**src/rename_defines.svh**
```systemverilog
`ifndef RENAME_DEFINES_SVH
`define RENAME_DEFINES_SVH

// instructions renamed per cycle
`define RN_WAYS 2

// architectural register file size
`define ARCH_REG_SZ 8

// physical register file size, must exceed ARCH_REG_SZ
`define PHYS_REG_SZ 16

// register index widths
`define ARN_WIDTH ($clog2(`ARCH_REG_SZ))
`define PRN_WIDTH ($clog2(`PHYS_REG_SZ))

// free list head and tail pointers
`define FL_PTR_WIDTH ($clog2(`PHYS_REG_SZ))

// free count needs to hold PHYS_REG_SZ itself
`define FL_CTR_WIDTH (`FL_PTR_WIDTH + 1)

`endif

```
**src/rename_pkg.sv**
```systemverilog
`include "rename_defines.svh"

package rename_pkg;

    // physical register number
    typedef logic [`PRN_WIDTH-1:0] prn_t;

    // architectural register number
    typedef logic [`ARN_WIDTH-1:0] arn_t;

endpackage

```
**src/free_list.sv**
```systemverilog
`include "rename_defines.svh"

module free_list (
    input  logic                                  clock,
    input  logic                                  reset,
    input  logic             [`RN_WAYS-1:0]       pop_en,
    input  logic             [`RN_WAYS-1:0]       push_valid,
    input  rename_pkg::prn_t [`RN_WAYS-1:0]       push_prn,
    input  logic                                  squash,
    input  logic             [`FL_PTR_WIDTH-1:0]  restore_head,
    output logic             [`RN_WAYS-1:0]       pop_valid,
    output rename_pkg::prn_t [`RN_WAYS-1:0]       pop_prn,
    output logic             [`FL_PTR_WIDTH-1:0]  head
);

    typedef logic [`FL_PTR_WIDTH-1:0] ptr_t;
    typedef logic [`FL_CTR_WIDTH-1:0] count_t;

    localparam count_t INIT_COUNT = count_t'(`PHYS_REG_SZ - `ARCH_REG_SZ);
    localparam count_t FULL_COUNT = count_t'(`PHYS_REG_SZ);
    localparam ptr_t   LAST_SLOT  = ptr_t'(`PHYS_REG_SZ - 1);

    rename_pkg::prn_t entries [`PHYS_REG_SZ];
    ptr_t             tail;
    count_t           count;

    ptr_t                  head_next;
    ptr_t                  tail_next;
    count_t                avail;
    count_t                count_next;
    ptr_t   [`RN_WAYS-1:0] push_slot;
    logic                  stall;

    // pops at the head in way order
    always_comb begin
        head_next = head;
        avail     = count;
        // no allocation while the queue is being reset or rewound
        stall     = squash || reset;
        for (int i = 0; i < `RN_WAYS; i++) begin
            pop_valid[i] = 1'b0;
            pop_prn[i]   = '0;
            if (pop_en[i] && !stall) begin
                if (avail != '0) begin
                    pop_valid[i] = 1'b1;
                    pop_prn[i]   = entries[head_next];
                    head_next    = (head_next == LAST_SLOT) ? '0 : head_next + 1'b1;
                    avail        = avail - 1'b1;
                end
            end
        end
    end

    // retire frees go in at the tail after the pops
    always_comb begin
        tail_next  = tail;
        count_next = avail;
        for (int i = 0; i < `RN_WAYS; i++) begin
            push_slot[i] = tail_next;
            if (push_valid[i]) begin
                tail_next  = (tail_next == LAST_SLOT) ? '0 : tail_next + 1'b1;
                count_next = count_next + 1'b1;
            end
        end
        // entries behind the retired head become free again
        if (squash) begin
            count_next = INIT_COUNT;
        end
    end

    always_ff @(posedge clock) begin
        if (reset) begin
            head  <= ptr_t'(`ARCH_REG_SZ);
            tail  <= '0;
            count <= INIT_COUNT;
            for (int i = 0; i < `PHYS_REG_SZ; i++) begin
                entries[i] <= rename_pkg::prn_t'(i);
            end
        end else begin
            head  <= squash ? restore_head : head_next;
            tail  <= tail_next;
            count <= count_next;
            for (int i = 0; i < `RN_WAYS; i++) begin
                if (push_valid[i]) begin
                    entries[push_slot[i]] <= push_prn[i];
                end
            end
        end
    end

    // a freed register must have been handed out before
    push_not_full: assert property (@(posedge clock) disable iff (reset)
        |push_valid |-> avail < FULL_COUNT)
        else $error("free list push while full");

    count_in_range: assert property (@(posedge clock) disable iff (reset)
        count <= FULL_COUNT)
        else $error("free count above %0d", `PHYS_REG_SZ);

endmodule

```
**src/map_table.sv**
```systemverilog
`include "rename_defines.svh"

module map_table (
    input  logic                                  clock,
    input  logic                                  reset,
    input  rename_pkg::arn_t [`RN_WAYS-1:0]       src1_arch,
    input  rename_pkg::arn_t [`RN_WAYS-1:0]       src2_arch,
    input  rename_pkg::arn_t [`RN_WAYS-1:0]       dest_arch,
    input  logic             [`RN_WAYS-1:0]       alloc_valid,
    input  rename_pkg::prn_t [`RN_WAYS-1:0]       alloc_prn,
    input  logic                                  squash,
    input  rename_pkg::prn_t [`ARCH_REG_SZ-1:0]   retired_map,
    output rename_pkg::prn_t [`RN_WAYS-1:0]       src1_prn,
    output rename_pkg::prn_t [`RN_WAYS-1:0]       src2_prn,
    output rename_pkg::prn_t [`RN_WAYS-1:0]       old_prn
);

    // speculative arch to phys mapping
    rename_pkg::prn_t [`ARCH_REG_SZ-1:0] spec_map;

    always_comb begin
        for (int i = 0; i < `RN_WAYS; i++) begin
            src1_prn[i] = spec_map[src1_arch[i]];
            src2_prn[i] = spec_map[src2_arch[i]];
            old_prn[i]  = spec_map[dest_arch[i]];

            // same group forwarding, the youngest earlier writer wins
            for (int j = 0; j < i; j++) begin
                if (alloc_valid[j]) begin
                    if (dest_arch[j] == src1_arch[i]) begin
                        src1_prn[i] = alloc_prn[j];
                    end
                    if (dest_arch[j] == src2_arch[i]) begin
                        src2_prn[i] = alloc_prn[j];
                    end
                    if (dest_arch[j] == dest_arch[i]) begin
                        old_prn[i] = alloc_prn[j];
                    end
                end
            end
        end
    end

    always_ff @(posedge clock) begin
        if (reset) begin
            for (int i = 0; i < `ARCH_REG_SZ; i++) begin
                spec_map[i] <= rename_pkg::prn_t'(i);
            end
        end else if (squash) begin
            // back to the committed state
            spec_map <= retired_map;
        end else begin
            // way order, so a later way to the same arch reg overrides
            for (int i = 0; i < `RN_WAYS; i++) begin
                if (alloc_valid[i]) begin
                    spec_map[dest_arch[i]] <= alloc_prn[i];
                end
            end
        end
    end

endmodule

```
**src/rename_unit.sv**
```systemverilog
`include "rename_defines.svh"

module rename_unit (
    input  logic                                  clock,
    input  logic                                  reset,
    input  logic             [`RN_WAYS-1:0]       rename_valid,
    input  rename_pkg::arn_t [`RN_WAYS-1:0]       dest_arch,
    input  rename_pkg::arn_t [`RN_WAYS-1:0]       src1_arch,
    input  rename_pkg::arn_t [`RN_WAYS-1:0]       src2_arch,
    input  logic                                  squash,
    input  logic             [`RN_WAYS-1:0]       retire_valid,
    input  rename_pkg::arn_t [`RN_WAYS-1:0]       retire_arch,
    input  rename_pkg::prn_t [`RN_WAYS-1:0]       retire_prn,
    output logic             [`RN_WAYS-1:0]       rename_grant,
    output rename_pkg::prn_t [`RN_WAYS-1:0]       dest_prn,
    output rename_pkg::prn_t [`RN_WAYS-1:0]       old_prn,
    output rename_pkg::prn_t [`RN_WAYS-1:0]       src1_prn,
    output rename_pkg::prn_t [`RN_WAYS-1:0]       src2_prn
);

    logic             [`RN_WAYS-1:0]      freed_valid;
    rename_pkg::prn_t [`RN_WAYS-1:0]      freed_prn;
    rename_pkg::prn_t [`ARCH_REG_SZ-1:0]  retired_map;
    logic             [`FL_PTR_WIDTH-1:0] retired_head;

    // grants and new prns straight from the queue
    free_list free_list_inst (
        .clock        (clock),
        .reset        (reset),
        .pop_en       (rename_valid),
        .push_valid   (freed_valid),
        .push_prn     (freed_prn),
        .squash       (squash),
        .restore_head (retired_head),
        .pop_valid    (rename_grant),
        .pop_prn      (dest_prn),
        .head         ()
    );

    map_table map_table_inst (
        .clock        (clock),
        .reset        (reset),
        .src1_arch    (src1_arch),
        .src2_arch    (src2_arch),
        .dest_arch    (dest_arch),
        .alloc_valid  (rename_grant),
        .alloc_prn    (dest_prn),
        .squash       (squash),
        .retired_map  (retired_map),
        .src1_prn     (src1_prn),
        .src2_prn     (src2_prn),
        .old_prn      (old_prn)
    );

    retire_map retire_map_inst (
        .clock        (clock),
        .reset        (reset),
        .retire_valid (retire_valid),
        .retire_arch  (retire_arch),
        .retire_prn   (retire_prn),
        .squash       (squash),
        .freed_valid  (freed_valid),
        .freed_prn    (freed_prn),
        .retired_map  (retired_map),
        .retired_head (retired_head)
    );

endmodule

```
**src/retire_map.sv**
```systemverilog
`include "rename_defines.svh"

module retire_map (
    input  logic                                  clock,
    input  logic                                  reset,
    input  logic             [`RN_WAYS-1:0]       retire_valid,
    input  rename_pkg::arn_t [`RN_WAYS-1:0]       retire_arch,
    input  rename_pkg::prn_t [`RN_WAYS-1:0]       retire_prn,
    input  logic                                  squash,
    output logic             [`RN_WAYS-1:0]       freed_valid,
    output rename_pkg::prn_t [`RN_WAYS-1:0]       freed_prn,
    output rename_pkg::prn_t [`ARCH_REG_SZ-1:0]   retired_map,
    output logic             [`FL_PTR_WIDTH-1:0]  retired_head
);

    typedef logic [`FL_PTR_WIDTH-1:0] ptr_t;

    localparam ptr_t LAST_SLOT = ptr_t'(`PHYS_REG_SZ - 1);

    rename_pkg::prn_t [`ARCH_REG_SZ-1:0] commit_map;
    ptr_t                                head_next;

    assign retired_map = commit_map;
    assign freed_valid = retire_valid;

    // displaced committed mapping, chained within the group
    always_comb begin
        for (int i = 0; i < `RN_WAYS; i++) begin
            freed_prn[i] = commit_map[retire_arch[i]];
            for (int j = 0; j < i; j++) begin
                if (retire_valid[j] && retire_arch[j] == retire_arch[i]) begin
                    freed_prn[i] = retire_prn[j];
                end
            end
        end
    end

    // one popped free list entry per retiring way
    always_comb begin
        head_next = retired_head;
        for (int i = 0; i < `RN_WAYS; i++) begin
            if (retire_valid[i]) begin
                head_next = (head_next == LAST_SLOT) ? '0 : head_next + 1'b1;
            end
        end
    end

    always_ff @(posedge clock) begin
        if (reset) begin
            retired_head <= ptr_t'(`ARCH_REG_SZ);
            for (int i = 0; i < `ARCH_REG_SZ; i++) begin
                commit_map[i] <= rename_pkg::prn_t'(i);
            end
        end else begin
            retired_head <= head_next;
            for (int i = 0; i < `RN_WAYS; i++) begin
                if (retire_valid[i]) begin
                    commit_map[retire_arch[i]] <= retire_prn[i];
                end
            end
        end
    end

    // the ROB holds retire while the pipeline is flushed
    no_retire_on_squash: assert property (@(posedge clock) disable iff (reset)
        squash |-> retire_valid == '0)
        else $error("retire during squash");

endmodule

```
**config.mk**
```make
export PLATFORM = sky130hd
export DESIGN_NAME = rename_unit
export DESIGN_NICKNAME = d
export VERILOG_FILES = /design/src/rename_pkg.sv /design/src/free_list.sv /design/src/map_table.sv /design/src/rename_unit.sv /design/src/retire_map.sv
export VERILOG_INCLUDE_DIRS = /design/src
export SDC_FILE = /design/constraint.sdc
export NUM_CORES = 1
export LEC_CHECK = 0
export ABC_AREA = 1
export BUFFER_PORTS_ARGS = -buffer_cell sky130_fd_sc_hd__buf_2
export CORE_MARGIN = 5
export CORE_UTILIZATION = 35
export DETAILED_ROUTE_END_ITERATION = 8
export GPL_ROUTABILITY_DRIVEN = 0
export GPL_TIMING_DRIVEN = 0
export HOLD_SLACK_MARGIN = 0.02
export PLACE_DENSITY_LB_ADDON = 0.12
export REMOVE_ABC_BUFFERS = 1
export SKIP_LAST_GASP = 1
export SYNTH_ARGS = -nofsm -noshare
export SYNTH_HDL_FRONTEND = slang
export SYNTH_HIERARCHICAL = 1
export SYNTH_SLANG_ARGS = --single-unit
export TNS_END_PERCENT = 20
```
**constraint.sdc**
```tcl
create_clock -name clock -period 4.67 [get_ports clock]
set_input_delay 1.1675 -clock clock [delete_from_list [all_inputs] [get_ports clock]]
set_output_delay 1.1675 -clock clock [all_outputs]
set_load 0.03 [all_outputs]
```
Word level (Yosys, flattened, before mapping):

Memories as Yosys holds them, arrays and structs flattened. A register that Yosys moved wholly into a read port is not among the register bits.
Index checks and enable logic that the tools add are counted.

* bits in registers: 81
* memory bits (writable): 64
* bits of input ports: 39
* output and inout port bits: 34
* word-level logic and storage cells: 154
* memories kept: 1

* $add $sub $neg: 10
* $lt $le $gt $ge: 12
* equal/unequal tests: 10
* muxes and demuxes: 87
* reductions and logical operators: 14

Memories
* free_list_inst.entries: depth 16, width 4, read ports 2, clocked after Yosys merged registers in 1, write ports 16, RTL line free_list.sv:23 `` rename_pkg::prn_t entries [`PHYS_REG_SZ]; ``

Operators by type and width (number)
* $mux 32: 8
* $mux 4: 43
* $bwmux 32: 4
* $bmux 4 s3: 8
* $demux 4 s3: 4
* $lt 3x4->1 const B: 8
* $mux 5: 6
* $add 4x1->4 const B: 6
* $eq 4x4->1 const B: 6
* $mux 1: 14
* $eq 3x3->1: 4
* $ge 3x1->1 const B: 4
* $add 5x1->5 const B: 2
* $reduce_bool 5->1: 2
* $sub 5x1->5 const B: 2
* $reduce_or 4->1: 2
* $logic_and 1x1->1: 7
* $reduce_or 2->1: 1
* $logic_not 1->1: 1
* $logic_or 1x1->1: 1

Logic depth before layout (Yosys ltp):

* depth after elaboration: 11
* depth in mapped cells: 27

By module:

Netlist, hierarchy kept.

Modules (own cells, without submodules)
* free_list: instances 1, cells an instance 768, area each 5574.1 µm²
* map_table: instances 1, cells an instance 756, area each 3881.2 µm²
* retire_map: instances 1, cells an instance 437, area each 2577.5 µm²

Worst setup path before layout:

OpenSTA, ideal clock, no wires.

* path type: input-to-output
* from: input reset
* to: output src1_prn[6] in the netlist's numbering
* arrival time: 3.465 ns
* required time: 3.503 ns
* setup slack: 0.038 ns
* stages on the path: 8
* buffers on the path: 1
* path through: buf_6 > nor2_4 > nand2_4 > clkinv_8 > nand2_4 > a31oi_1 > inv_1 > o21ai_0

RTL lines
* from (decl): RTL line rename_unit.sv:5 `input logic reset,`
* to (decl): RTL line rename_unit.sv:17 `` output rename_pkg::prn_t [`RN_WAYS-1:0] src1_prn, ``

==> reports/results.ini <==
[sta]
max_freq_mhz=214
period_minus_slack_ns=4.67
relSlewSlack_pct=0.397
drv_slew=0
layout_setup_ws_ns=-0.00477
setup_violations=1
fin_crit_sh_pct=100
finalHoldViolations=0
fin_skew_ns=0.0161
setup_tns_ns=-0.00477
rsz0062_at_grt=yes
tightestPinTransition_ns=1.49

[setup_path]
rrSetupSlack_ns=1.12
crit_end=dest_prn[7]
critPathMaxStageDelay_ns=0.27
critPathLaunch=squash
required_ns=3.50
critPathLaunchType=input pin
cp.arrival_ns=3.51
crit_fanout=21
r2r_start=free_list_inst/head[0]$_SDFF_PP0_
critical_path_depth=15
timing.rr.end=map_table_inst/spec_map[24]$_SDFF_PP0_
cp_slowest_cell=clkinvlp_4
crit_chain=buf_8 -> nor2_4 -> nand2_4 -> clkinv_8 -> nand2_8 -> o21ai_4 -> buf_4 -> clkinvlp_4 -> a21oi_1 -> o21ai_1 -> nand3_1 -> nand3_1 -> nand2_1 -> a31oi_4 -> buf_4
reg2reg_depth=9
end_kind=primary output
crit_family=buffers and inverters
critical_path_class=input pin to primary output
cp_num_buf_inv=5

[pwr]
power_leakage_nw=5.97
power.total_mw=3.97
irDropWorstVdd_mv=0.221
power_density_nw_per_um2=294

[floorplan]
die_w_um=195
start_util_pct=35.2
row_count=68
core_um2=34200
die-area_um2=38200
die_h_um=195
io_pins=73

[global_route]
grt_max_degree=50
antenna_found_initial=0
grtUsageTotal_pct=23.9
grt_first_pass_wirelength_mm=72.2
overflow=0
grt_pass1_vias=12200

[clock_tree]
clkSinkCount=145
cts_root_buf=clkbuf_16
ctsLongestPathBuffers=2
cts_tree=built
cts_buffers=17
clock_latency_ns=0.44
clkTransAtPathRegs_ns=0.06
htreeDepth=4
holdBufCountCts=0

[yosys]
synthCells=1961
synthFlopType=dfxtp_1
synth_cell_type_count=47
ys_seq_elements=145
yosys-top-cells-area=nand2_1 (16%), edfxtp_1 (16%), dfxtp_1 (13%)
avgSynthCellArea_um2=6.14
synthArstFlopShare_pct=0
synth_top_area_share_pct=16.2
syn_area_um2=12000
ys_seq_area_share_pct=29.4
ys_warn_count=6
synth-edff-count=64
yosys.area.top_type=nand2_1

[routing]
ant_nets=0
vias_per_cell=5.47
avgRoutedWirePerCell_um=19.2
num_vias=13400
routed_wl_mm=46.9
dr.pass1.iters=5
drt_iter0_drc=1532
drcViolationCount=0

[placed_design]
dp_cells=2403
dpl.hpwl_mm=33.3
io_buffers=72

[finish]
drive_gt1_share_pct=9.74
syn2layout_area_growth_pct=12.1
fill_cells=3817
finalNetCount=2034
layout.cells.non_filler=2447
diodes=0

[status]
status=complete, but fails checks
violations=capacitance limit, setup timing

[hold_path]
hp-class=flop to flop

[flow_run]
cap_violations=1

-- synth_stat cells (all sizes together) (7+ instances only) --
cell	number
o21ai	300
nor3	11
nand4	8
buf	44
a21oi	175
inv	239
a31oi	7
clkbuf	42
o22ai	10
ha	16
clkinv	7
nand2	541
nand3	196
o211ai	44
edfxtp	64
dfxtp	81
nor2	145
-- sequential cells by signal, summed over array words and instances, names as in the netlist --
signal                        count
retire_map_inst/retired_map      32
free_list_inst/entries           64
map_table_inst/spec_map          32
free_list_inst/count              5
free_list_inst/tail               4
retire_map_inst/retired_head      4
free_list_inst/head               4
-- kinds of logic (layout without fill, tap and decap cells) --
family | after synthesis | in the layout | share of synthesized area [%]
AND/OR/NAND/NOR | 912 | 915 | 32.4
AO/OA/AOI/OAI | 553 | 553 | 24.7
buffers and inverters | 332 | 360 | 11.4
flip-flops | 145 | 145 | 29.4
adder cells (fa/ha/maj) | 16 | 16 | 1.66
XOR/XNOR | 3 | 3 | 0.374
-- what timing repair did --
item | CTS | global route
gates cloned | 4 | 0
buffers inserted | 6 | 2
resized for setup | 33 | 12
pin swaps | 4 | 1
endpoints found under the setup margin | 53 | 10
-- tightest hold or removal path, stage by stage, from the launching register on --
cell     delay (ns)
dfxtp_1        0.33
a21oi_1        0.09
nand2_1        0.06
-- placed cells by master, fill, tap and decap left out, types with 4 or more instances in the layout --
cell,count
buf_2,67
o211ai_1,44
nand4_1,8
o22ai_1,10
nor3_1,11
clkinvlp_4,4
inv_1,222
nand2_1,519
edfxtp_1,64
inv_2,11
clkbuf_16,18
a31oi_4,5
o21bai_1,5
nand3_1,193
o21a_1,5
nand2_4,5
o21ai_1,14
a21oi_1,172
nor2_1,133
o2111ai_1,4
buf_4,8
nor2_4,6
ha_1,16
o21ai_0,283
nand2_2,18
clkinv_2,7
dfxtp_1,79
nor2_2,5
or2_2,4
-- per-stage QoR --
step | hold WS [ns] | area, um^2 | utilization (%) | worst slack (ns)
finish | 0.500 | 13500 | 39.4 | -0.00477
global route | 0.542 | 13500 | 39.4 | -0.126
CTS | 0.508 | 13400 | 39.2 | -0.0703
detailed placement | 0.495 | 12600 | 36.7 | -1.67
global placement | 0.486 | 12500 | 36.6 | -1.64
floorplan | 0.433 | 11600 | - | -0.0932
-- how the worst min path moves through the flow --
stage / cells past startpoint / to / slack [ns] / from
global route: 2 / map_table_inst/spec_map[29]$_SDFF_PP1_ / 0.54 / retire_map_inst/retired_map[29]$_SDFF_PP1_
global placement: 2 / map_table_inst/spec_map[12]$_SDFF_PP1_ / 0.49 / retire_map_inst/retired_map[12]$_SDFF_PP1_
detailed placement: 2 / map_table_inst/spec_map[12]$_SDFF_PP1_ / 0.50 / retire_map_inst/retired_map[12]$_SDFF_PP1_
finish: 2 / map_table_inst/spec_map[12]$_SDFF_PP1_ / 0.50 / retire_map_inst/retired_map[12]$_SDFF_PP1_
floorplan: 2 / map_table_inst/spec_map[12]$_SDFF_PP1_ / 0.43 / retire_map_inst/retired_map[12]$_SDFF_PP1_
CTS: 2 / map_table_inst/spec_map[12]$_SDFF_PP1_ / 0.51 / retire_map_inst/retired_map[12]$_SDFF_PP1_
-- per-layer routing --
| layer | vias to the layer above | routed length [um] | GRT usage [%] |
|---|---|---|---|
| met5 | - | 0 | 0 |
| met4 | 0 | 1330 | 8.07 |
| met3 | 82 | 3520 | 3.69 |
| met2 | 539 | 19600 | 35.0 |
| met1 | 6178 | 22400 | 35.7 |
| li1 | 6588 | - | - |
-- where the power goes --
part	internal (mW)	switching (mW)
Combinational	0.294	0.743
Clock	0.890	0.557
Sequential	1.39	0.0999
Total	2.57	1.40
-- final cells by class --
type	instances	area [um^2]	share of cell area (%)
well taps	455	569	4.22
repair buffers	81	497	3.68
clock inverters	10	133	0.983
flip-flops and latches	145	3550	26.3
inverters	246	975	7.22
repair inverters	1	7.51	0.0556
clock buffers	22	479	3.55
multi-input cells	1487	7280	54.0
Power figures use the tool's default switching activity.
